<file path="config.mk">
export PLATFORM = sky130hd
export DESIGN_NAME = dcache_missunit
export DESIGN_NICKNAME = d
export VERILOG_FILES = /design/src/source/missunit_pkg.sv /design/src/source/miss_port_arbiter.sv /design/src/source/refill_way_select.sv /design/src/source/miss_ctrl_fsm.sv /design/src/source/miss_rtrn_decode.sv /design/src/source/dcache_missunit.sv
export VERILOG_INCLUDE_DIRS = /design/src /design/src/source
export SDC_FILE = /design/constraint.sdc
export NUM_CORES = 1
export LEC_CHECK = 0
export BUFFER_PORTS_ARGS = -buffer_cell sky130_fd_sc_hd__buf_4
export CORE_AREA = 2 2 235 237
export DETAILED_ROUTE_END_ITERATION = 16
export DIE_AREA = 0 0 237 239
export GPL_ROUTABILITY_DRIVEN = 0
export GPL_TIMING_DRIVEN = 0
export PLACE_DENSITY = 0.34
export SETUP_SLACK_MARGIN = 0.15
export SYNTH_ARGS = -nofsm -noshare
export SYNTH_HDL_FRONTEND = slang
export SYNTH_SLANG_ARGS = --single-unit
</file>
<file path="constraint.sdc">
create_clock -name clk_i -period 4.9 [get_ports clk_i]
set_clock_uncertainty 0.15 [all_clocks]
set_input_delay 0.735 -clock clk_i [delete_from_list [all_inputs] [get_ports clk_i]]
set_output_delay 0.735 -clock clk_i [all_outputs]
set_load 0.01 [all_outputs]
</file>
<file path="src/source/missunit_defines.svh">
//////////////////////////////
// the last miss port carries stores only
// MU_INDEX_W counts the offset bits as well as the set bits
//////////////////////////////
`ifndef MISSUNIT_DEFINES_SVH
`define MISSUNIT_DEFINES_SVH

// miss ports, the highest one is the store port
`define MU_NUM_PORTS 3
// physical address and store data
`define MU_PADDR_W   32
`define MU_WDATA_W   32
// cache geometry, 4 ways of 16 sets with 16 byte lines
`define MU_WAYS      4
`define MU_OFFSET_W  4
`define MU_INDEX_W   8
`define MU_LINE_W    128
// transaction ids and store credits
`define MU_ID_W      2
`define MU_MAX_TX    4

`endif

</file>
<file path="src/source/missunit_pkg.sv">
//////////////////////////////
// types shared by the miss handler blocks
// all widths follow the defines header
//////////////////////////////
`include "missunit_defines.svh"

package missunit_pkg;

  // request kind towards memory
  typedef enum logic {
    MEM_LOAD  = 1'b0,
    MEM_STORE = 1'b1
  } mem_rtype_e;

  // return kind from memory
  typedef enum logic {
    RTRN_LOAD_ACK  = 1'b0,
    RTRN_STORE_ACK = 1'b1
  } rtrn_type_e;

  typedef logic [$clog2(`MU_WAYS)-1:0]             way_idx_t;
  typedef logic [1:0]                              port_idx_t;
  typedef logic [`MU_INDEX_W-`MU_OFFSET_W-1:0]     set_idx_t;

  // one outgoing memory request
  typedef struct packed {
    mem_rtype_e              rtype;
    logic [`MU_ID_W-1:0]     tid;
    logic [`MU_PADDR_W-1:0]  paddr;
    logic [`MU_WDATA_W-1:0]  wdata;
    way_idx_t                way;
  } mem_req_t;

  // the single outstanding read
  typedef struct packed {
    logic [`MU_PADDR_W-1:0]  paddr;
    logic [`MU_ID_W-1:0]     id;
    way_idx_t                repl_way;
    port_idx_t               port_idx;
  } mshr_t;

  // controller states
  typedef enum logic [2:0] {
    IDLE,
    DRAIN,
    FLUSH,
    STORE_WAIT,
    LOAD_WAIT
  } ctrl_state_e;

endpackage

</file>
<file path="src/source/miss_port_arbiter.sv">
//////////////////////////////
// fixed priority, lowest port wins
// ports hold req and fields until acked
//////////////////////////////
`timescale 1ns/1ps
`include "missunit_defines.svh"

module miss_port_arbiter import missunit_pkg::*; #(
  parameter int unsigned NumPorts = `MU_NUM_PORTS
) (
  input  logic                clk_i,
  input  logic                rst_ni,
  input  logic [NumPorts-1:0] miss_req_i,
  input  logic [NumPorts-1:0] miss_we_i,
  input  logic                mask_reads_i,
  input  logic                lock_reqs_i,
  output logic                req_any_o,
  output port_idx_t           port_idx_o,
  output logic                is_write_o
);

  logic [NumPorts-1:0] req_masked_d, req_masked_q;

  // lock replays last cycle's mask while a request waits for its ack
  // otherwise reads may be hidden so only the store port competes
  assign req_masked_d = lock_reqs_i  ? req_masked_q           :
                        mask_reads_i ? (miss_req_i & miss_we_i) :
                                       miss_req_i;

  assign req_any_o  = |req_masked_d;
  assign is_write_o = miss_we_i[port_idx_o];

  // scan downwards so the lowest set bit is the last one kept
  always_comb begin
    port_idx_o = '0;
    for (int k = NumPorts - 1; k >= 0; k--) begin
      if (req_masked_d[k]) begin
        port_idx_o = port_idx_t'(k);
      end
    end
  end

  always_ff @(posedge clk_i or negedge rst_ni) begin
    if (!rst_ni) begin
      req_masked_q <= '0;
    end else begin
      req_masked_q <= req_masked_d;
    end
  end

  //////////////////////////////
  // assertions
  //////////////////////////////

  // stores only on the last port, and that port never reads
  a_store_port : assert property (@(posedge clk_i) disable iff (!rst_ni)
    |miss_req_i |-> ((miss_req_i & miss_we_i) == (miss_req_i & (1 << (NumPorts - 1)))))
    else $error("miss port we does not match the port role");

endmodule

</file>
<file path="src/source/refill_way_select.sv">
//////////////////////////////
// refill way from the lowest invalid way
// LFSR way once the set is full
//////////////////////////////
`timescale 1ns/1ps
`include "missunit_defines.svh"

module refill_way_select import missunit_pkg::*; (
  input  logic               clk_i,
  input  logic               rst_ni,
  input  logic [`MU_WAYS-1:0] vld_bits_i,
  input  logic               step_i,
  output way_idx_t           repl_way_o,
  output logic               all_valid_o
);

  logic [7:0] lfsr_q;
  logic [7:0] lfsr_d;
  way_idx_t   inv_way;
  way_idx_t   rnd_way;

  assign all_valid_o = &vld_bits_i;

  // lowest zero in the valid bits
  always_comb begin
    inv_way = '0;
    for (int k = `MU_WAYS - 1; k >= 0; k--) begin
      if (!vld_bits_i[k]) begin
        inv_way = way_idx_t'(k);
      end
    end
  end

  // x^8 + x^6 + x^5 + x^4 + 1, maximal length
  assign lfsr_d  = {lfsr_q[6:0], lfsr_q[7] ^ lfsr_q[5] ^ lfsr_q[4] ^ lfsr_q[3]};
  // ways are a power of two so the low bits give the modulo
  assign rnd_way = lfsr_q[$clog2(`MU_WAYS)-1:0];

  assign repl_way_o = all_valid_o ? rnd_way : inv_way;

  // only steps when a random victim was consumed
  always_ff @(posedge clk_i or negedge rst_ni) begin
    if (!rst_ni) begin
      lfsr_q <= 8'hff;
    end else if (step_i) begin
      lfsr_q <= lfsr_d;
    end
  end

endmodule

</file>
<file path="src/source/miss_ctrl_fsm.sv">
//////////////////////////////
// one read outstanding in a single MSHR
// enabling goes through a flush, disabling is immediate
//////////////////////////////
`timescale 1ns/1ps
`include "missunit_defines.svh"

module miss_ctrl_fsm import missunit_pkg::*; (
  input  logic                   clk_i,
  input  logic                   rst_ni,
  input  logic                   enable_i,
  input  logic                   flush_i,
  input  logic                   wbuffer_empty_i,
  input  logic                   req_any_i,
  input  logic                   is_write_i,
  input  port_idx_t              port_idx_i,
  input  logic [`MU_PADDR_W-1:0] miss_paddr_i,
  input  logic [`MU_ID_W-1:0]    miss_id_i,
  input  way_idx_t               repl_way_i,
  input  logic                   all_valid_i,
  input  logic                   mem_ack_i,
  input  logic                   load_ack_i,
  input  logic                   stores_pending_i,
  output logic                   mask_reads_o,
  output logic                   lock_reqs_o,
  output logic                   mem_req_o,
  output mem_rtype_e             mem_rtype_o,
  output logic                   alloc_o,
  output logic                   lfsr_step_o,
  output mshr_t                  mshr_o,
  output logic                   mshr_vld_o,
  output logic                   flush_en_o,
  output set_idx_t               flush_idx_o,
  output logic                   flush_ack_o,
  output logic                   cache_en_o,
  output logic                   miss_o
);

  ctrl_state_e state_d, state_q;
  mshr_t       mshr_d, mshr_q;
  logic        mshr_vld_d, mshr_vld_q;
  logic        enable_d, enable_q;
  logic        flush_ack_d, flush_ack_q;
  set_idx_t    cnt_d, cnt_q;
  logic        flush_done;
  logic        st_collide;
  logic        drained;

  //////////////////////////////
  // MSHR and sweep counter
  //////////////////////////////

  // store to the line being refilled waits for the return
  assign st_collide = mshr_vld_q &&
    (mshr_q.paddr[`MU_PADDR_W-1:`MU_OFFSET_W] == miss_paddr_i[`MU_PADDR_W-1:`MU_OFFSET_W]);
  // no read out, no store queued or in flight
  assign drained    = wbuffer_empty_i && !mshr_vld_q && !stores_pending_i;

  assign mshr_d     = alloc_o ? '{paddr: miss_paddr_i, id: miss_id_i,
                                  repl_way: repl_way_i, port_idx: port_idx_i} : mshr_q;
  // a new read may be accepted in the cycle the old one returns
  assign mshr_vld_d = alloc_o ? 1'b1 : (load_ack_i ? 1'b0 : mshr_vld_q);

  // one set per cycle, counter wraps back to zero after the last set
  assign cnt_d       = flush_en_o ? cnt_q + 1'b1 : '0;
  assign flush_done  = (cnt_q == '1);
  assign flush_idx_o = cnt_q;

  assign mshr_o     = mshr_q;
  assign mshr_vld_o = mshr_vld_q;
  assign cache_en_o = enable_q;
  // every read is cacheable, so each allocation is a miss
  assign miss_o     = alloc_o;

  //////////////////////////////
  // controller
  //////////////////////////////

  always_comb begin
    state_d      = state_q;
    enable_d     = enable_q & enable_i;
    flush_ack_d  = flush_ack_q;
    flush_ack_o  = 1'b0;
    flush_en_o   = 1'b0;
    mask_reads_o = mshr_vld_q & ~load_ack_i;
    lock_reqs_o  = 1'b0;
    mem_req_o    = 1'b0;
    mem_rtype_o  = MEM_LOAD;
    alloc_o      = 1'b0;
    lfsr_step_o  = 1'b0;
    unique case (state_q)
      IDLE: begin
        if (flush_i || (enable_i && !enable_q)) begin
          // only an explicit flush is acknowledged
          flush_ack_d = flush_i;
          state_d     = drained ? FLUSH : DRAIN;
        end else if (req_any_i && is_write_i) begin
          if (!st_collide) begin
            mem_req_o   = 1'b1;
            mem_rtype_o = MEM_STORE;
            if (!mem_ack_i) begin
              state_d = STORE_WAIT;
            end
          end
        end else if (req_any_i) begin
          // reads reach here only with a free or freeing MSHR
          mem_req_o   = 1'b1;
          alloc_o     = mem_ack_i;
          lfsr_step_o = all_valid_i & mem_ack_i;
          if (!mem_ack_i) begin
            state_d = LOAD_WAIT;
          end
        end
      end
      STORE_WAIT: begin
        lock_reqs_o = 1'b1;
        mem_req_o   = 1'b1;
        mem_rtype_o = MEM_STORE;
        if (mem_ack_i) begin
          state_d = IDLE;
        end
      end
      LOAD_WAIT: begin
        lock_reqs_o = 1'b1;
        mem_req_o   = 1'b1;
        if (mem_ack_i) begin
          alloc_o     = 1'b1;
          lfsr_step_o = all_valid_i;
          state_d     = IDLE;
        end
      end
      DRAIN: begin
        // stores keep flowing, reads wait for the sweep
        mask_reads_o = 1'b1;
        flush_ack_d  = flush_ack_q | flush_i;
        if (req_any_i && !st_collide) begin
          mem_req_o   = 1'b1;
          mem_rtype_o = MEM_STORE;
        end
        if (drained) begin
          state_d = FLUSH;
        end
      end
      FLUSH: begin
        flush_en_o = 1'b1;
        if (flush_done) begin
          flush_ack_o = flush_ack_q;
          flush_ack_d = 1'b0;
          enable_d    = enable_i;
          state_d     = IDLE;
        end
      end
      default: begin
        state_d = IDLE;
      end
    endcase
  end

  // reset starts with a sweep of every set
  always_ff @(posedge clk_i or negedge rst_ni) begin
    if (!rst_ni) begin
      state_q     <= FLUSH;
      mshr_vld_q  <= 1'b0;
      enable_q    <= 1'b0;
      flush_ack_q <= 1'b0;
      cnt_q       <= '0;
    end else begin
      state_q     <= state_d;
      mshr_vld_q  <= mshr_vld_d;
      enable_q    <= enable_d;
      flush_ack_q <= flush_ack_d;
      cnt_q       <= cnt_d;
    end
  end

  always_ff @(posedge clk_i) begin
    mshr_q <= mshr_d;
  end

endmodule

</file>
<file path="src/source/miss_rtrn_decode.sv">
//////////////////////////////
// returns have no back-pressure
// stray acks are dropped
//////////////////////////////
`timescale 1ns/1ps
`include "missunit_defines.svh"

module miss_rtrn_decode import missunit_pkg::*; #(
  parameter int unsigned NumPorts = `MU_NUM_PORTS
) (
  input  logic                                  clk_i,
  input  logic                                  rst_ni,
  input  logic                                  mem_rtrn_vld_i,
  input  rtrn_type_e                            mem_rtrn_type_i,
  input  logic [`MU_ID_W-1:0]                   mem_rtrn_tid_i,
  input  logic [`MU_LINE_W-1:0]                 mem_rtrn_data_i,
  input  logic                                  store_sent_i,
  input  mshr_t                                 mshr_i,
  input  logic                                  mshr_vld_i,
  input  logic                                  flush_en_i,
  input  set_idx_t                              flush_idx_i,
  output logic                                  load_ack_o,
  output logic                                  stores_pending_o,
  output logic [NumPorts-1:0]                   miss_rtrn_vld_o,
  output logic [`MU_ID_W-1:0]                   miss_rtrn_id_o,
  output logic                                  wr_cl_vld_o,
  output logic [`MU_WAYS-1:0]                   wr_cl_we_o,
  output logic [`MU_PADDR_W-`MU_INDEX_W-1:0]    wr_cl_tag_o,
  output set_idx_t                              wr_cl_idx_o,
  output logic [`MU_LINE_W-1:0]                 wr_cl_data_o,
  output logic [`MU_WAYS-1:0]                   wr_vld_bits_o
);

  localparam int unsigned CntW = $clog2(`MU_MAX_TX + 1);

  logic [CntW-1:0]     stores_d, stores_q;
  logic                store_ack;
  logic [`MU_WAYS-1:0] way_oh;

  // ack kinds only count while something is waiting for them
  assign load_ack_o = mem_rtrn_vld_i && (mem_rtrn_type_i == RTRN_LOAD_ACK) && mshr_vld_i;
  assign store_ack  = mem_rtrn_vld_i && (mem_rtrn_type_i == RTRN_STORE_ACK) && stores_pending_o;

  // stores in flight
  assign stores_pending_o = |stores_q;
  assign stores_d = (store_ack && store_sent_i) ? stores_q          :
                    store_ack                   ? stores_q - 1'b1   :
                    store_sent_i                ? stores_q + 1'b1   :
                                                  stores_q;

  // loads go back to the port held in the MSHR, stores to the last port
  always_comb begin
    miss_rtrn_vld_o = '0;
    if (load_ack_o) begin
      miss_rtrn_vld_o[mshr_i.port_idx] = 1'b1;
    end
    if (store_ack) begin
      miss_rtrn_vld_o[NumPorts-1] = 1'b1;
    end
  end

  // the write buffer matches store acks by id
  assign miss_rtrn_id_o = mem_rtrn_tid_i;

  //////////////////////////////
  // cache line write port
  //////////////////////////////

  assign way_oh = {{(`MU_WAYS-1){1'b0}}, 1'b1} << mshr_i.repl_way;

  // sweep hits all ways of one set and clears their valid bits
  assign wr_cl_vld_o   = flush_en_i | load_ack_o;
  assign wr_cl_we_o    = flush_en_i ? '1 : (load_ack_o ? way_oh : '0);
  assign wr_vld_bits_o = flush_en_i ? '0 : (load_ack_o ? way_oh : '0);
  assign wr_cl_idx_o   = flush_en_i ? flush_idx_i
                                    : mshr_i.paddr[`MU_INDEX_W-1:`MU_OFFSET_W];
  assign wr_cl_tag_o   = mshr_i.paddr[`MU_PADDR_W-1:`MU_INDEX_W];
  assign wr_cl_data_o  = mem_rtrn_data_i;

  always_ff @(posedge clk_i or negedge rst_ni) begin
    if (!rst_ni) begin
      stores_q <= '0;
    end else begin
      stores_q <= stores_d;
    end
  end

  //////////////////////////////
  // assertions
  //////////////////////////////

  // write buffer must not send more stores than there are credits
  a_store_cnt : assert property (@(posedge clk_i) disable iff (!rst_ni)
    stores_q <= CntW'(`MU_MAX_TX))
    else $error("stores in flight exceed MU_MAX_TX");

  // a refill belongs to the read the controller allocated
  a_load_tid : assert property (@(posedge clk_i) disable iff (!rst_ni)
    load_ack_o |-> (mem_rtrn_tid_i == mshr_i.id))
    else $error("load return tid does not match the MSHR id");

endmodule

</file>
<file path="src/source/dcache_missunit.sv">
//////////////////////////////
// miss handler of a write-through L1 data cache
// NumPorts >= 2, last port stores only
//////////////////////////////
`timescale 1ns/1ps
`include "missunit_defines.svh"

module dcache_missunit import missunit_pkg::*; #(
  parameter int unsigned NumPorts = `MU_NUM_PORTS
) (
  input  logic                                      clk_i,
  input  logic                                      rst_ni,
  // cache management
  input  logic                                      enable_i,
  input  logic                                      flush_i,
  output logic                                      flush_ack_o,
  output logic                                      miss_o,
  input  logic                                      wbuffer_empty_i,
  output logic                                      cache_en_o,
  // miss ports
  input  logic [NumPorts-1:0]                       miss_req_i,
  output logic [NumPorts-1:0]                       miss_ack_o,
  input  logic [NumPorts-1:0]                       miss_we_i,
  input  logic [NumPorts-1:0][`MU_WDATA_W-1:0]      miss_wdata_i,
  input  logic [NumPorts-1:0][`MU_PADDR_W-1:0]      miss_paddr_i,
  input  logic [NumPorts-1:0][`MU_WAYS-1:0]         miss_vld_bits_i,
  input  logic [NumPorts-1:0][`MU_ID_W-1:0]         miss_id_i,
  output logic [NumPorts-1:0]                       miss_rtrn_vld_o,
  output logic [`MU_ID_W-1:0]                       miss_rtrn_id_o,
  // cache line write port
  output logic                                      wr_cl_vld_o,
  output logic [`MU_WAYS-1:0]                       wr_cl_we_o,
  output logic [`MU_PADDR_W-`MU_INDEX_W-1:0]        wr_cl_tag_o,
  output set_idx_t                                  wr_cl_idx_o,
  output logic [`MU_LINE_W-1:0]                     wr_cl_data_o,
  output logic [`MU_WAYS-1:0]                       wr_vld_bits_o,
  // memory
  input  logic                                      mem_rtrn_vld_i,
  input  rtrn_type_e                                mem_rtrn_type_i,
  input  logic [`MU_ID_W-1:0]                       mem_rtrn_tid_i,
  input  logic [`MU_LINE_W-1:0]                     mem_rtrn_data_i,
  output logic                                      mem_req_o,
  input  logic                                      mem_ack_i,
  output mem_req_t                                  mem_data_o
);

  logic       req_any, is_write, mask_reads, lock_reqs;
  logic       lfsr_step, all_valid;
  logic       load_ack, stores_pending, store_sent;
  logic       mshr_vld, flush_en;
  port_idx_t  port_idx;
  way_idx_t   repl_way;
  mshr_t      mshr;
  set_idx_t   flush_idx;
  mem_rtype_e rtype;

  // winner's fields go straight to memory
  assign mem_data_o = '{rtype: rtype, tid: miss_id_i[port_idx], paddr: miss_paddr_i[port_idx],
                        wdata: miss_wdata_i[port_idx], way: repl_way};
  assign store_sent = mem_req_o & mem_ack_i & (rtype == MEM_STORE);

  // port ack is the memory accept
  always_comb begin
    miss_ack_o           = '0;
    miss_ack_o[port_idx] = mem_req_o & mem_ack_i;
  end

  miss_port_arbiter #(.NumPorts(NumPorts)) i_arb (
    .clk_i, .rst_ni, .miss_req_i, .miss_we_i,
    .mask_reads_i (mask_reads), .lock_reqs_i (lock_reqs),
    .req_any_o    (req_any),    .port_idx_o  (port_idx), .is_write_o (is_write)
  );

  refill_way_select i_way (
    .clk_i, .rst_ni,
    .vld_bits_i (miss_vld_bits_i[port_idx]), .step_i      (lfsr_step),
    .repl_way_o (repl_way),                  .all_valid_o (all_valid)
  );

  miss_ctrl_fsm i_ctrl (
    .clk_i, .rst_ni, .enable_i, .flush_i, .wbuffer_empty_i,
    .req_any_i    (req_any),                .is_write_i       (is_write),
    .port_idx_i   (port_idx),               .miss_paddr_i     (miss_paddr_i[port_idx]),
    .miss_id_i    (miss_id_i[port_idx]),    .repl_way_i       (repl_way),
    .all_valid_i  (all_valid),              .mem_ack_i,
    .load_ack_i   (load_ack),               .stores_pending_i (stores_pending),
    .mask_reads_o (mask_reads),             .lock_reqs_o      (lock_reqs),
    .mem_req_o,   .mem_rtype_o (rtype),     .alloc_o          (),
    .lfsr_step_o  (lfsr_step),              .mshr_o           (mshr),
    .mshr_vld_o   (mshr_vld),               .flush_en_o       (flush_en),
    .flush_idx_o  (flush_idx),              .flush_ack_o, .cache_en_o, .miss_o
  );

  miss_rtrn_decode #(.NumPorts(NumPorts)) i_rtrn (
    .clk_i, .rst_ni, .mem_rtrn_vld_i, .mem_rtrn_type_i, .mem_rtrn_tid_i, .mem_rtrn_data_i,
    .store_sent_i (store_sent), .mshr_i (mshr), .mshr_vld_i (mshr_vld),
    .flush_en_i   (flush_en),   .flush_idx_i (flush_idx),
    .load_ack_o   (load_ack),   .stores_pending_o (stores_pending),
    .miss_rtrn_vld_o, .miss_rtrn_id_o, .wr_cl_vld_o, .wr_cl_we_o,
    .wr_cl_tag_o, .wr_cl_idx_o, .wr_cl_data_o, .wr_vld_bits_o
  );

endmodule

</file>
== Word level (Yosys, flattened, before mapping) ==
Cells that the tools add are included.

* Flip-flop bits (word level): 60
* Input port bits: 354
* Logic and storage cells: 151

* Add/sub/neg operators: 3
* Magnitude comparators: 4
* Eq/ne operators: 13
* Shifts and indexed selects: 1
* Mux-type cells: 75
* Bitwise logic cells: 15
* Reductions and logical operators: 29

{| class="wikitable"
|+ Operator list
! cell !! count
|-
| binary-select mux 32 bit (select 2 bit) || 2
|-
| 2-to-1 mux 32 bit || 2
|-
| 2-to-1 mux 3 bit || 14
|-
| 2-to-1 mux 1 bit || 30
|-
| == test 28 bit || 1
|-
| 2-to-1 mux 4 bit || 6
|-
| 2-to-1 mux 2 bit || 10
|-
| logical AND 1 bit || 13
|-
| one-hot mux 3 bit (4 select lines) || 1
|-
| one-hot mux 1 bit (3 select lines) || 3
|-
| binary-select mux 4 bit (select 2 bit) || 1
|-
| inequality test 2 x 1 -> 1 bit (second input constant) || 4
|-
| bitwise AND 3 bit || 2
|-
| == test 3 x 2 -> 1 bit (second input constant) || 2
|-
| < comparator 2 x 3 -> 1 bit (second input constant) || 2
|-
| AND reduction 6 bit || 1
|-
| OR reduction 3 bit || 2
|-
| bitwise AND 1 bit || 5
|-
| adder 4 x 1 -> 4 bit (second input constant) || 1
|-
| binary-select mux 2 bit (select 2 bit) || 1
|-
| demux 1 bit (select 2 bit) || 2
|-
| == test 4 bit (second input constant) || 1
|-
| >= comparator 2 x 1 -> 1 bit (second input constant) || 2
|-
| zero test 1 bit || 4
|-
| 21 further kinds || 28
|}

== Depth between registers and ports, before layout ==
Gate-level depths: netlist (run 1).

* Depth after elaboration: 24
* Gate-level depth with buffers: 16

== Hierarchy ==
From an unflattened synthesis (run 1), not the netlist that was laid out.

* Cells, all modules: 567
* Area, all modules: 6,153.4 sq um

{| class="wikitable"
|+ Modules (own cells, without submodules)
! module !! instances !! cells each !! area each (sq um) !! sequential area each (sq um)
|-
| miss_ctrl_fsm || 1 || 149 || 2,064.5 || 1,392.6
|-
| dcache_missunit || 1 || 171 || 1,994.4 || 0.0
|-
| miss_rtrn_decode || 1 || 193 || 1,506.4 || 75.1
|-
| refill_way_select || 1 || 29 || 370.4 || 210.2
|-
| miss_port_arbiter || 1 || 25 || 217.7 || 75.1
|}

== Worst setup path after synthesis (run 1) ==
Ideal clock, no wire load.

* Path kind: input-to-output
* From: in mem_rtrn_vld_i
* To: out mem_req_o
* Data arrival time: 3.437 ns
* Data required time: 4.015 ns
* Path slack: 0.578 ns
* Cell stages on the path: 11
* Path through: nor2b_1 or3_1 a32oi_1 clkbuf_1 a31oi_2 o221ai_1 xnor2_1 nand3_1 nor3_4 a211o_1 nand3_1

{| class="wikitable"
|+ RTL lines
! element !! line !! RTL
|-
| from (decl) || dcache_missunit.sv:38 || <nowiki>input logic mem_rtrn_vld_i,</nowiki>
|-
| to (decl) || dcache_missunit.sv:42 || <nowiki>output logic mem_req_o,</nowiki>
|}

== Final worst setup path (run 1) ==
* From: reg i_ctrl.state_q[0]
* To: out mem_req_o

* Longest elaborated chain between the ends: 15
* Elaborated cells between the ends (all ways): 28

{| class="wikitable"
|+ RTL lines
! element !! line !! RTL
|-
| from (decl) || miss_ctrl_fsm.sv:39 || <nowiki>ctrl_state_e state_d, state_q;</nowiki>
|-
| from (signal assigned) || miss_ctrl_fsm.sv:168 || <nowiki>state_q <= state_d;</nowiki>
|-
| == test 3 x 1 -> 1 bit (tied with other cells) || miss_ctrl_fsm.sv:91 || <nowiki>unique case (state_q)</nowiki>
|-
| 2-to-1 mux 1 bit / OR reduction 2 bit (equally long branches) || n/a ||
|-
| 2-to-1 mux 3 bit / 2-to-1 mux 1 bit (equally long branches) || miss_port_arbiter.sv:27, miss_ctrl_fsm.sv:91 ||
|-
| 2-to-1 mux 3 bit || miss_port_arbiter.sv:26 || <nowiki>assign req_masked_d = lock_reqs_i ? req_masked_q :</nowiki>
|-
| 2-to-1 mux 2 bit (3 in series) || miss_port_arbiter.sv:37 || <nowiki>if (req_masked_d[k]) begin</nowiki>
|-
| binary-select mux 32 bit (select 2 bit) || dcache_missunit.sv:83 || <nowiki>.port_idx_i (port_idx), .miss_paddr_i (miss_paddr_i[port_idx]),</nowiki>
|-
| 2-to-1 mux 32 bit (implied by the code) || dcache_missunit.sv:83 ||
|-
| == test 28 bit || miss_ctrl_fsm.sv:55 || <nowiki>(mshr_q.paddr[`MU_PADDR_W-1:`MU_OFFSET_W] == miss_paddr_i[`MU_PADDR_W-1:`MU_OFFSET_W]);</nowiki>
|-
| logical AND 1 bit || miss_ctrl_fsm.sv:54 || <nowiki>assign st_collide = mshr_vld_q &&</nowiki>
|-
| 2-to-1 mux 1 bit / zero test 1 bit (equally long branches) || n/a ||
|-
| 2-to-1 mux 1 bit / logical AND 1 bit (equally long branches) || miss_ctrl_fsm.sv:97, miss_ctrl_fsm.sv:136 ||
|-
| 2-to-1 mux 1 bit, on equally long branches || miss_ctrl_fsm.sv:93, miss_ctrl_fsm.sv:136 ||
|-
| one-hot mux 1 bit (3 select lines) * || miss_ctrl_fsm.sv:91 ||
|}

Every way passes the cells marked *; elsewhere a longest branch is shown, timed or not. The select of a mux whose other input is x is not followed.

==> reports/metrics.cfg, run 1 <==
[placed_design]
io_buffers=469
dp_worst_setup_slack_ns=-1.33
dpl_cell_area_mm2=0.0112
dpl.hpwl_um=38000

[worst_setup_path]
cp_top_family=compound AO/OA/AOI/OAI gates
critical_path_buf_inv_count=7
slowest_delay_ns=0.62
path_class=reg -> out
cp_cell_sequence=buf_6 > or3b_4 > o311ai_4 > o21a_1 > buf_6 > inv_4 > buf_8 > buf_8 > a211o_1 > a222oi_1 > o2111ai_1 > or4_4 > nor3_4 > buf_6 > a211o_1 > nand3_2 > buf_6
cp_max_fo=6
cp_data_required_time_ns=4.01
crit_path_end_kind=primary output
cp-start-kind=flop
crit_top_cell=buf_6
r2r_setup_slack_ns=0.58
cpMaxStageDelayCell=a222oi_1
cp.arrival_ns=4.19

[route]
ant_nets=0
drtIter0Drc=475
drc=0
first_pass_iters=5
vias_per_cell=4.07
vias=8471
drt-total-wl_um=44900
drt-wirelength-per-cell_um=21.6

[clocking]
cts-hold-fix-buffers=0
clkSinkCount=56
cts_tree=yes
cts_buffer_depth=2
cts.clk_slew.worst_paths_ns=0.10
worstSkewPairLatency_ns=0.33
cts_root_buf=clkbuf_16
cts_max_level=2
cts_made_buffers=5

[worst_hold_path]
hp-class=in -> async

[floorplan]
coreArea_mm2=0.0543
start_util_pct=12.5
die_y_um=239
num_rows=86
die_area_mm2=0.0566
pin_count=600
die_w_um=237

[layout]
drive_above_1_share_pct=54.0
nNetsFinal=1726
area_delta_synth_final_pct=74.0
fin_area_mm2=0.0118
fill_cells=6072
multiInputGateArea_mm2=0.00390
regArea_mm2=0.00157

[logic_synthesis]
synthCells=871
synthArstFlopShare_pct=42.9
synth-edff-count=32
synth_area_mm2=0.00681
synth_commonest_cells=156 x buf_4, 88 x nor2_1, 77 x a21oi_1
syn_nets=1227
ys_types=73
synth_warnings=0
synth_seq_cells=56
yosysMostFrequentCell=buf_4
ys.flop_type=edfxtp_1
syn_avg_cell_area_um2=7.82
synth_top_area_share_pct=17.2
synth_top_cell_by_area=buf_4
ys_seq_area_share_pct=23.1
yosys-top-cells-area=buf_4 17%, edfxtp_1 14%, mux2i_1 6.0%, a21oi_1 5.7%, dfrtp_1 5.5%

[global_route]
grt_max_degree=25
first_global_vias=8613
grtUsageTotal_pct=14.8
grt_overflow=0
antenna_found_initial=7
grt_first_pass_wirelength_um=60900

[timing]
setup_viol=5
clock.fmax_mhz=197
max_slew_margin_pct=42.8
fin_ws_ns=-0.177
fin_crit_sh_pct=104
finalHoldViolCount=0
min_period_ns=5.08
rsz0062_at_grt=yes
worst_pin_slew_ns=0.858
slew_viol_final=0

[power]
p_leak_uw=0.00567
vdd.ir_drop.worst_mv=0.162
power.density_mw_per_mm2=431

[run_status]
status=finished, violations left
violations=setup timing

[flow_run]
maxCapViolCount=0

==> area by class of cell <==
type / instances / share of cell area (%)
multi-input cells: 571 / 32.9
repair buffers: 492 / 31.5
flip-flops and latches: 56 / 13.3
plain buffers: 199 / 12.0
well taps: 704 / 7.43
inverters: 45 / 1.48
clock buffers: 5 / 1.06
clock inverters: 3 / 0.222
diodes: 5 / 0.106
==> logic make-up after synthesis <==
logic type / count (synthesis) / synth area share, %
simple gates: 235 / 17.3
fa+ha+maj: 2 / 0.478
xor+xnor: 39 / 5.02
flops: 56 / 23.1
compound gates: 244 / 23.9
buf+inv: 244 / 22.5
mux: 51 / 7.68
==> worst reg2reg max path, cell delays in order (launching register included) <==
cell       delay [ns]
dfrtp_1          0.38
buf_6            0.13
or3b_4           0.39
o311ai_4         0.10
o21a_1           0.18
buf_6            0.12
inv_4            0.04
buf_8            0.11
buf_8            0.13
a211o_1          0.27
a222oi_1         0.63
o2111ai_1        0.19
or4_4            0.48
nor3_4           0.23
buf_6            0.16
buf_4            0.10
a31oi_1          0.10
mux2_1           0.33
==> sequential cells by signal, indices dropped and copies added (netlist names) <==
signal / cells
i_ctrl.cache_en_o: 1
i_arb.req_masked_q: 3
i_rtrn.stores_q: 3
i_ctrl.mshr_o: 32
i_ctrl.state_q: 3
i_way.lfsr_q: 8
i_ctrl.flush_ack_q: 1
i_ctrl.mshr_vld_o: 1
i_ctrl.flush_idx_o: 4
==> per-layer routing <==
| metal | GRT usage, % | wire length [um] |
|---|---|---|
| met5 | 0 | 12 |
| met4 | 3.57 | 961 |
| met3 | 3.79 | 3270 |
| met2 | 27.1 | 22900 |
| met1 | 17.3 | 17700 |
==> path summary, 6_finish.rpt <==
check | start | end | depth (start not counted)
worst max-delay path | i_ctrl.state_q[0] | mem_req_o | 17
worst min-delay path | rst_ni | i_ctrl.cache_en_o | 1
worst max register to register | i_ctrl.state_q[0] | i_ctrl.state_q[0] | 17
worst min register to register | i_ctrl.flush_idx_o[0] | i_ctrl.flush_idx_o[0] | 1
max in group asynchronous | rst_ni | i_ctrl.state_q[1] | 1
min in group clk_i | i_ctrl.flush_idx_o[0] | i_ctrl.flush_idx_o[0] | 1
==> power by group <==
part / switching (uW) / total, uW / internal (uW)
clock: 242 / 438 / 196
sequential: 77.1 / 709 / 632
combinational: 2290 / 3960 / 1670
total: 2610 / 5100 / 2490
==> per-stage QoR <==
| stage | cells | utilization [%] | power [uW] | setup TNS (ns) | hold slack, ns |
|---|---|---|---|---|---|
| 2_1_floorplan | 871 | - | 2590 | 0 | 0.289 |
| 3_3_place_gp | 2044 | 20.6 | 4430 | -80.82 | 0.334 |
| 3_5_place_dp | 2045 | 20.7 | 4410 | -54.92 | 0.338 |
| 4_1_cts | 2070 | 21.6 | 5120 | -1.17 | 0.153 |
| 5_1_grt | 2078 | 21.8 | 5460 | -1.15 | 0.166 |
| 6_report | 2080 | 21.8 | 5100 | -0.655 | 0.148 |
==> layout by cell type (no fill, tap or decap), types with 5 or more instances in the layout <==
cell	Yosys	final
clkbuf_16	0	5
a211oi_1	12	12
inv_1	43	42
and2_1	7	7
nand2b_1	27	27
mux2_2	8	8
buf_6	3	10
dfstp_2	9	9
dfrtp_1	15	14
o22ai_1	21	21
nor2_1	88	85
buf_4	156	641
o21ai_0	29	29
a22oi_1	12	12
a21oi_1	77	75
nor2b_1	14	12
xor2_1	20	20
nand3_1	13	12
nor3_1	9	8
buf_2	8	14
xnor2_1	19	19
nand2_1	36	34
o31ai_1	10	10
nand4_1	13	13
diode_2	0	5
a211o_1	11	11
mux2i_1	41	40
clkbuf_1	25	11
edfxtp_1	32	32
o211ai_1	14	14
clkbuf_2	0	8
==> timing repair <==
item | 4_1_cts | 5_1_grt
pin swaps | 12 | 10
resized for setup | 64 | 29
setup buffers | 17 | 5
setup endpoints to repair | 86 | 38
Power figures use the tool's default switching activity.
==> run 2: changes to the inputs <==
--- a/config.mk
+++ b/config.mk
@@ -14,6 +14,7 @@
 export GPL_TIMING_DRIVEN = 0
 export PLACE_DENSITY = 0.34
 export SETUP_SLACK_MARGIN = 0.15
+export SKIP_LAST_GASP = 1
 export SYNTH_ARGS = -nofsm -noshare
 export SYNTH_HDL_FRONTEND = slang
 export SYNTH_SLANG_ARGS = --single-unit
==> run 2 against run 1 <==
The run still ends with setup timing left; die area unchanged; via count unchanged; wire length unchanged; design area about the same; sequential share of layout area about the same; combinational power about the same; register-to-register slack about the same; largest power group unchanged; count of clock-buffer cells in the layout unchanged.
==> reports/metrics.cfg, run 2 (synthesis results as in run 1) <==
[run_status]
status=finished, violations left
violations=setup timing

[timing]
clock.fmax_mhz=197
worst_pin_slew_ns=0.858
fin_crit_sh_pct=104
fin_tns_setup_ns=-0.661
finalHoldViolCount=0
max_slew_margin_pct=42.8
min_period_ns=5.08
setup_viol=5
rsz0062_at_grt=yes
slew_viol_final=0
holdWs_ns=0.148
fin_ws_ns=-0.177

[clocking]
cts_tree=yes
cts_made_buffers=5
worstSkewPairLatency_ns=0.33
cts_max_level=2
cts.clk_slew.worst_paths_ns=0.10
clkSinkCount=56
cts_root_buf=clkbuf_16
cts_buffer_depth=2

[route]
drc=0
vias=8471
drt-total-wl_um=44900
ant_nets=0
drt-wirelength-per-cell_um=21.6
vias_per_cell=4.07
drtIter0Drc=475
first_pass_iters=5

[worst_setup_path]
cp_max_fo=6
path_class=reg -> out
cp-start-kind=flop
slowest_delay_ns=0.62
crit_path_end_kind=primary output
cp_cell_sequence=buf_6 > or3b_4 > o311ai_4 > o21a_1 > buf_6 > inv_4 > buf_8 > buf_8 > a211o_1 > a222oi_1 > o2111ai_1 > or4_4 > nor3_4 > buf_6 > a211o_1 > nand3_2 > buf_6
cp_top_family=compound AO/OA/AOI/OAI gates
cpMaxStageDelayCell=a222oi_1
critical_path_buf_inv_count=7
cp.arrival_ns=4.19
cp_data_required_time_ns=4.01
crit_top_cell=buf_6

[layout]
area_delta_synth_final_pct=73.9
finish.utilization_pct=21.8
mostFrequentLayoutCells=641 x buf_4, 85 x nor2_1, 75 x a21oi_1, 42 x inv_1, 40 x mux2i_1
fill_cells=6073
final_common_cell=buf_4
largest_register_ffs=32
nNetsFinal=1726
drive_above_1_share_pct=54.0

[power]
totalPowerFinal_uw=5100
p_leak_uw=0.00567
power.density_mw_per_mm2=431
vdd.ir_drop.worst_mv=0.162

[floorplan]
start_util_pct=12.5
die_area_mm2=0.0566
die_w_um=237
die_y_um=239
pin_count=600
num_rows=86
coreArea_mm2=0.0543

[global_route]
grt_max_degree=25
grt_overflow=0
first_global_vias=8613
antenna_found_initial=7
met1_usage_pct=17.3
grtUsageTotal_pct=14.8
use_met2_pct=27.1
grt_first_pass_wirelength_um=60900
busiest_layer=met2
grt_use_met3_pct=3.79

[placed_design]
dpl.hpwl_um=38000
io_buffers=469

[worst_hold_path]
hp-class=in -> async

[flow_run]
maxCapViolCount=0

## run 2: worst paths after layout
kind                                             from                    end  slack, ns  depth (start not counted)
worst min register to register  i_ctrl.flush_idx_o[0]  i_ctrl.flush_idx_o[0]       0.35                          1
min in group clk_i              i_ctrl.flush_idx_o[0]  i_ctrl.flush_idx_o[0]       0.35                          1
max in group asynchronous                      rst_ni      i_ctrl.state_q[1]       4.14                          1
worst min-delay path                           rst_ni      i_ctrl.cache_en_o       0.15                          1
worst max register to register      i_ctrl.state_q[0]      i_ctrl.state_q[0]       0.58                         17
worst max-delay path                i_ctrl.state_q[0]              mem_req_o      -0.18                         17
## run 2: per-stage QoR
step	cells	cell area (um^2)	worst slack, ns
after floorplan	871	6810	0.578
after CTS	2070	11700	-0.266
after detailed placement	2045	11200	-1.33
after global routing	2078	11800	-0.284
final	2080	11800	-0.177
after global placement	2044	11200	-1.45
## run 2: area by class of cell
cell class	count	area, um^2	area share, %
Buffer	199	1430	12.0
Inverter	45	175	1.48
Multi-Input combinational cell	571	3900	32.9
Timing Repair Buffer	492	3730	31.5
Antenna cell	5	12.5	0.106
Tap cell	704	881	7.44
Clock buffer	5	125	1.06
Clock inverter	3	26.3	0.222
Sequential cell	56	1570	13.3
## run 2: repair_timing
action,CTS,global route
buffers inserted,17,5
pin swaps,12,10
endpoints found under the setup margin,86,38
gates resized for setup,64,28
hold buffers,0,0
## run 2: metal layers
layer / up-vias / wire, um
met5: - / 12
met1: 4075 / 17700
met3: 38 / 3270
met4: 2 / 961
met2: 376 / 22900
li1: 3980 / -
## run 2: report_power, final
group	internal [uW]	leakage, uW	switching (uW)
clock network	196	0.0000744	242
logic	1670	0.00502	2290
registers	632	0.000573	77.1
total	2490	0.00567	2610
==> run 3: changes to the inputs <==
--- a/config.mk
+++ b/config.mk
@@ -6,13 +6,14 @@
 export SDC_FILE = /design/constraint.sdc
 export NUM_CORES = 1
 export LEC_CHECK = 0
-export BUFFER_PORTS_ARGS = -buffer_cell sky130_fd_sc_hd__buf_4
-export CORE_AREA = 2 2 235 237
+export CORE_AREA = 2 2 236 238
 export DETAILED_ROUTE_END_ITERATION = 16
-export DIE_AREA = 0 0 237 239
+export DIE_AREA = 0 0 238 240
+export DONT_BUFFER_PORTS = 1
 export GPL_ROUTABILITY_DRIVEN = 0
 export GPL_TIMING_DRIVEN = 0
-export PLACE_DENSITY = 0.34
+export PLACE_DENSITY = 0.3
+export RECOVER_POWER = 100
 export SETUP_SLACK_MARGIN = 0.15
 export SKIP_LAST_GASP = 1
 export SYNTH_ARGS = -nofsm -noshare
==> run 3 against run 2 <==
The run still ends with setup timing left; maximum frequency up 1.4%; sequential share of layout area is 6.9 points higher; largest cell class is now multi-input combinational cells; core utilization down 7.5 points; global-route usage shrank 1.3 points; worst hold slack got worse by 0.073 ns; worst setup slack improved by 0.071 ns; highest routed layer unchanged; critical endpoint is now miss_ack_o[0].
==> reports/metrics.cfg, run 3 (synthesis results as in run 1) <==
[clocking]
clkSinkCount=56
cts_buffer_depth=2
cts.clk_slew.worst_paths_ns=0.10
cts_max_level=2
cts_made_buffers=5
cts_tree=yes
worstSkewPairLatency_ns=0.33
cts_root_buf=clkbuf_16

[global_route]
grt_overflow=0
use_met2_pct=24.1
grtUsageTotal_pct=13.6
busiest_layer=met2
grt_first_pass_wirelength_um=53800
first_global_vias=6384
met1_usage_pct=15.3
grt_max_degree=22
antenna_found_initial=2
grt_use_met3_pct=5.44

[worst_setup_path]
crit_path_end_kind=primary output
r2r_setup_slack_ns=0.55
crit_path_start=i_ctrl.mshr_vld_o
cp-start-kind=flop
reg2reg_to=i_way.lfsr_q[1]
cp.arrival_ns=4.12
cp_data_required_time_ns=4.01
critPathCapture=miss_ack_o[0]
path_class=reg -> out
timing.rr.start=i_ctrl.state_q[1]
ff2ff_path_depth=13
cp_max_fo=10

[timing]
clock.fmax_mhz=200
slew_viol_final=0
fin_crit_sh_pct=102
rsz0062_at_grt=yes
max_slew_margin_pct=17.3
fin_ws_ns=-0.106
worst_pin_slew_ns=1.24
min_period_ns=5.01
finalHoldViolCount=0
fin_tns_setup_ns=-0.400
setup_viol=5
holdWs_ns=0.0753

[route]
vias=6752
drtIter0Drc=496
drt-total-wl_um=41700
ant_nets=0
first_pass_iters=5
drc=0
drt-wirelength-per-cell_um=25.9
vias_per_cell=4.20

[layout]
mostFrequentLayoutCells=169 x clkbuf_1, 84 x nor2_1, 61 x a21oi_1, 42 x inv_1, 41 x mux2i_1
finish.utilization_pct=14.3
final_common_cell=clkbuf_1
largest_register_ffs=32
area_delta_synth_final_pct=14.7
regArea_mm2=0.00157
multiInputGateArea_mm2=0.00397
fill_cells=6392
nNetsFinal=1256
drive_above_1_share_pct=14.1

[worst_hold_path]
hp-class=in -> async

[floorplan]
pin_count=600
die_y_um=240
start_util_pct=12.5
die_w_um=238
die_area_mm2=0.0571
num_rows=86
coreArea_mm2=0.0547

[placed_design]
io_buffers=0
dp_worst_setup_slack_ns=-1.24
dpl.hpwl_um=35200

[flow_run]
maxCapViolCount=0

[power]
p_leak_uw=0.00286
totalPowerFinal_uw=4300
power.density_mw_per_mm2=551
vdd.ir_drop.worst_mv=0.172

[run_status]
violations=setup timing
status=finished, violations left

run 3: cell types whose count changed in the layout (fill, tap and decap cells not counted), sizes merged:
| cell | before | now |
|---|---|---|
| bufinv | 0 | 1 |
| buf | 669 | 37 |
| diode | 5 | 1 |
| dlygate4sd3 | 0 | 1 |
| inv | 45 | 46 |
| clkbuf | 27 | 188 |
| clkinv | 3 | 1 |
run 3: through the flow:
| stage | instance area [um^2] | std cells |
|---|---|---|
| after floorplan | 6810 | 871 |
| after detailed placement | 7710 | 1576 |
| after CTS | 8290 | 1602 |
| after global placement | 7690 | 1575 |
| final | 7810 | 1606 |
| after global routing | 7810 | 1605 |
run 3: area by class of cell:
class | count | share of cell area (%)
Multi-Input combinational cell | 571 | 50.8
Sequential cell | 56 | 20.2
Tap cell | 704 | 11.3
Buffer | 198 | 10.6
Timing Repair Buffer | 23 | 2.84
Inverter | 45 | 2.39
Clock buffer | 5 | 1.60
Clock inverter | 3 | 0.304
Antenna cell | 1 | 0.0320
run 3: what timing repair did:
| item | 4_1_cts | 5_1_grt |
|---|---|---|
| setup endpoints to repair | 85 | 35 |
| gates resized for setup | 71 | 22 |
| hold endpoints to repair | 15 | 0 |
| hold buffers | 1 | 0 |
| pin swaps | 17 | 7 |
| buffers inserted | 18 | 3 |
run 3: routing by layer:
metal	vias up	part of all wire (%)
li1	3027	-
met1	3303	38
met2	391	51
met3	27	10
met4	4	1.4
met5	-	0.082
run 3: worst min path at each step:
stage / cells after the start / end / slack [ns]
floorplan: 0 / i_arb.req_masked_q[0] / 0.29
global placement: 0 / i_ctrl.cache_en_o / 0.29
detailed placement: 0 / i_rtrn.stores_q[2] / 0.29
CTS: 0 / i_way.lfsr_q[2] / 0.06
global route: 0 / i_way.lfsr_q[2] / 0.05
finish: 0 / i_way.lfsr_q[2] / 0.08
run 3: power breakdown:
group	switching [uW]	total (uW)	internal (uW)
Clock	244	440	197
Combinational	2160	3150	991
Sequential	79.2	711	632
run 3: worst max-delay path: stages, from the launching register on:
cell and delay (ns):
dfrtp_2 0.48, inv_1 0.18, or3_4 0.45, a32oi_4 0.43
clkbuf_2 0.39, and4_1 0.27, a211oi_1 0.06, a2111oi_1 0.56
nand4_1 0.14, buf_4 0.20, nor3_4 0.19, buf_12 0.14
a21o_4 0.20, nor2_4 0.08
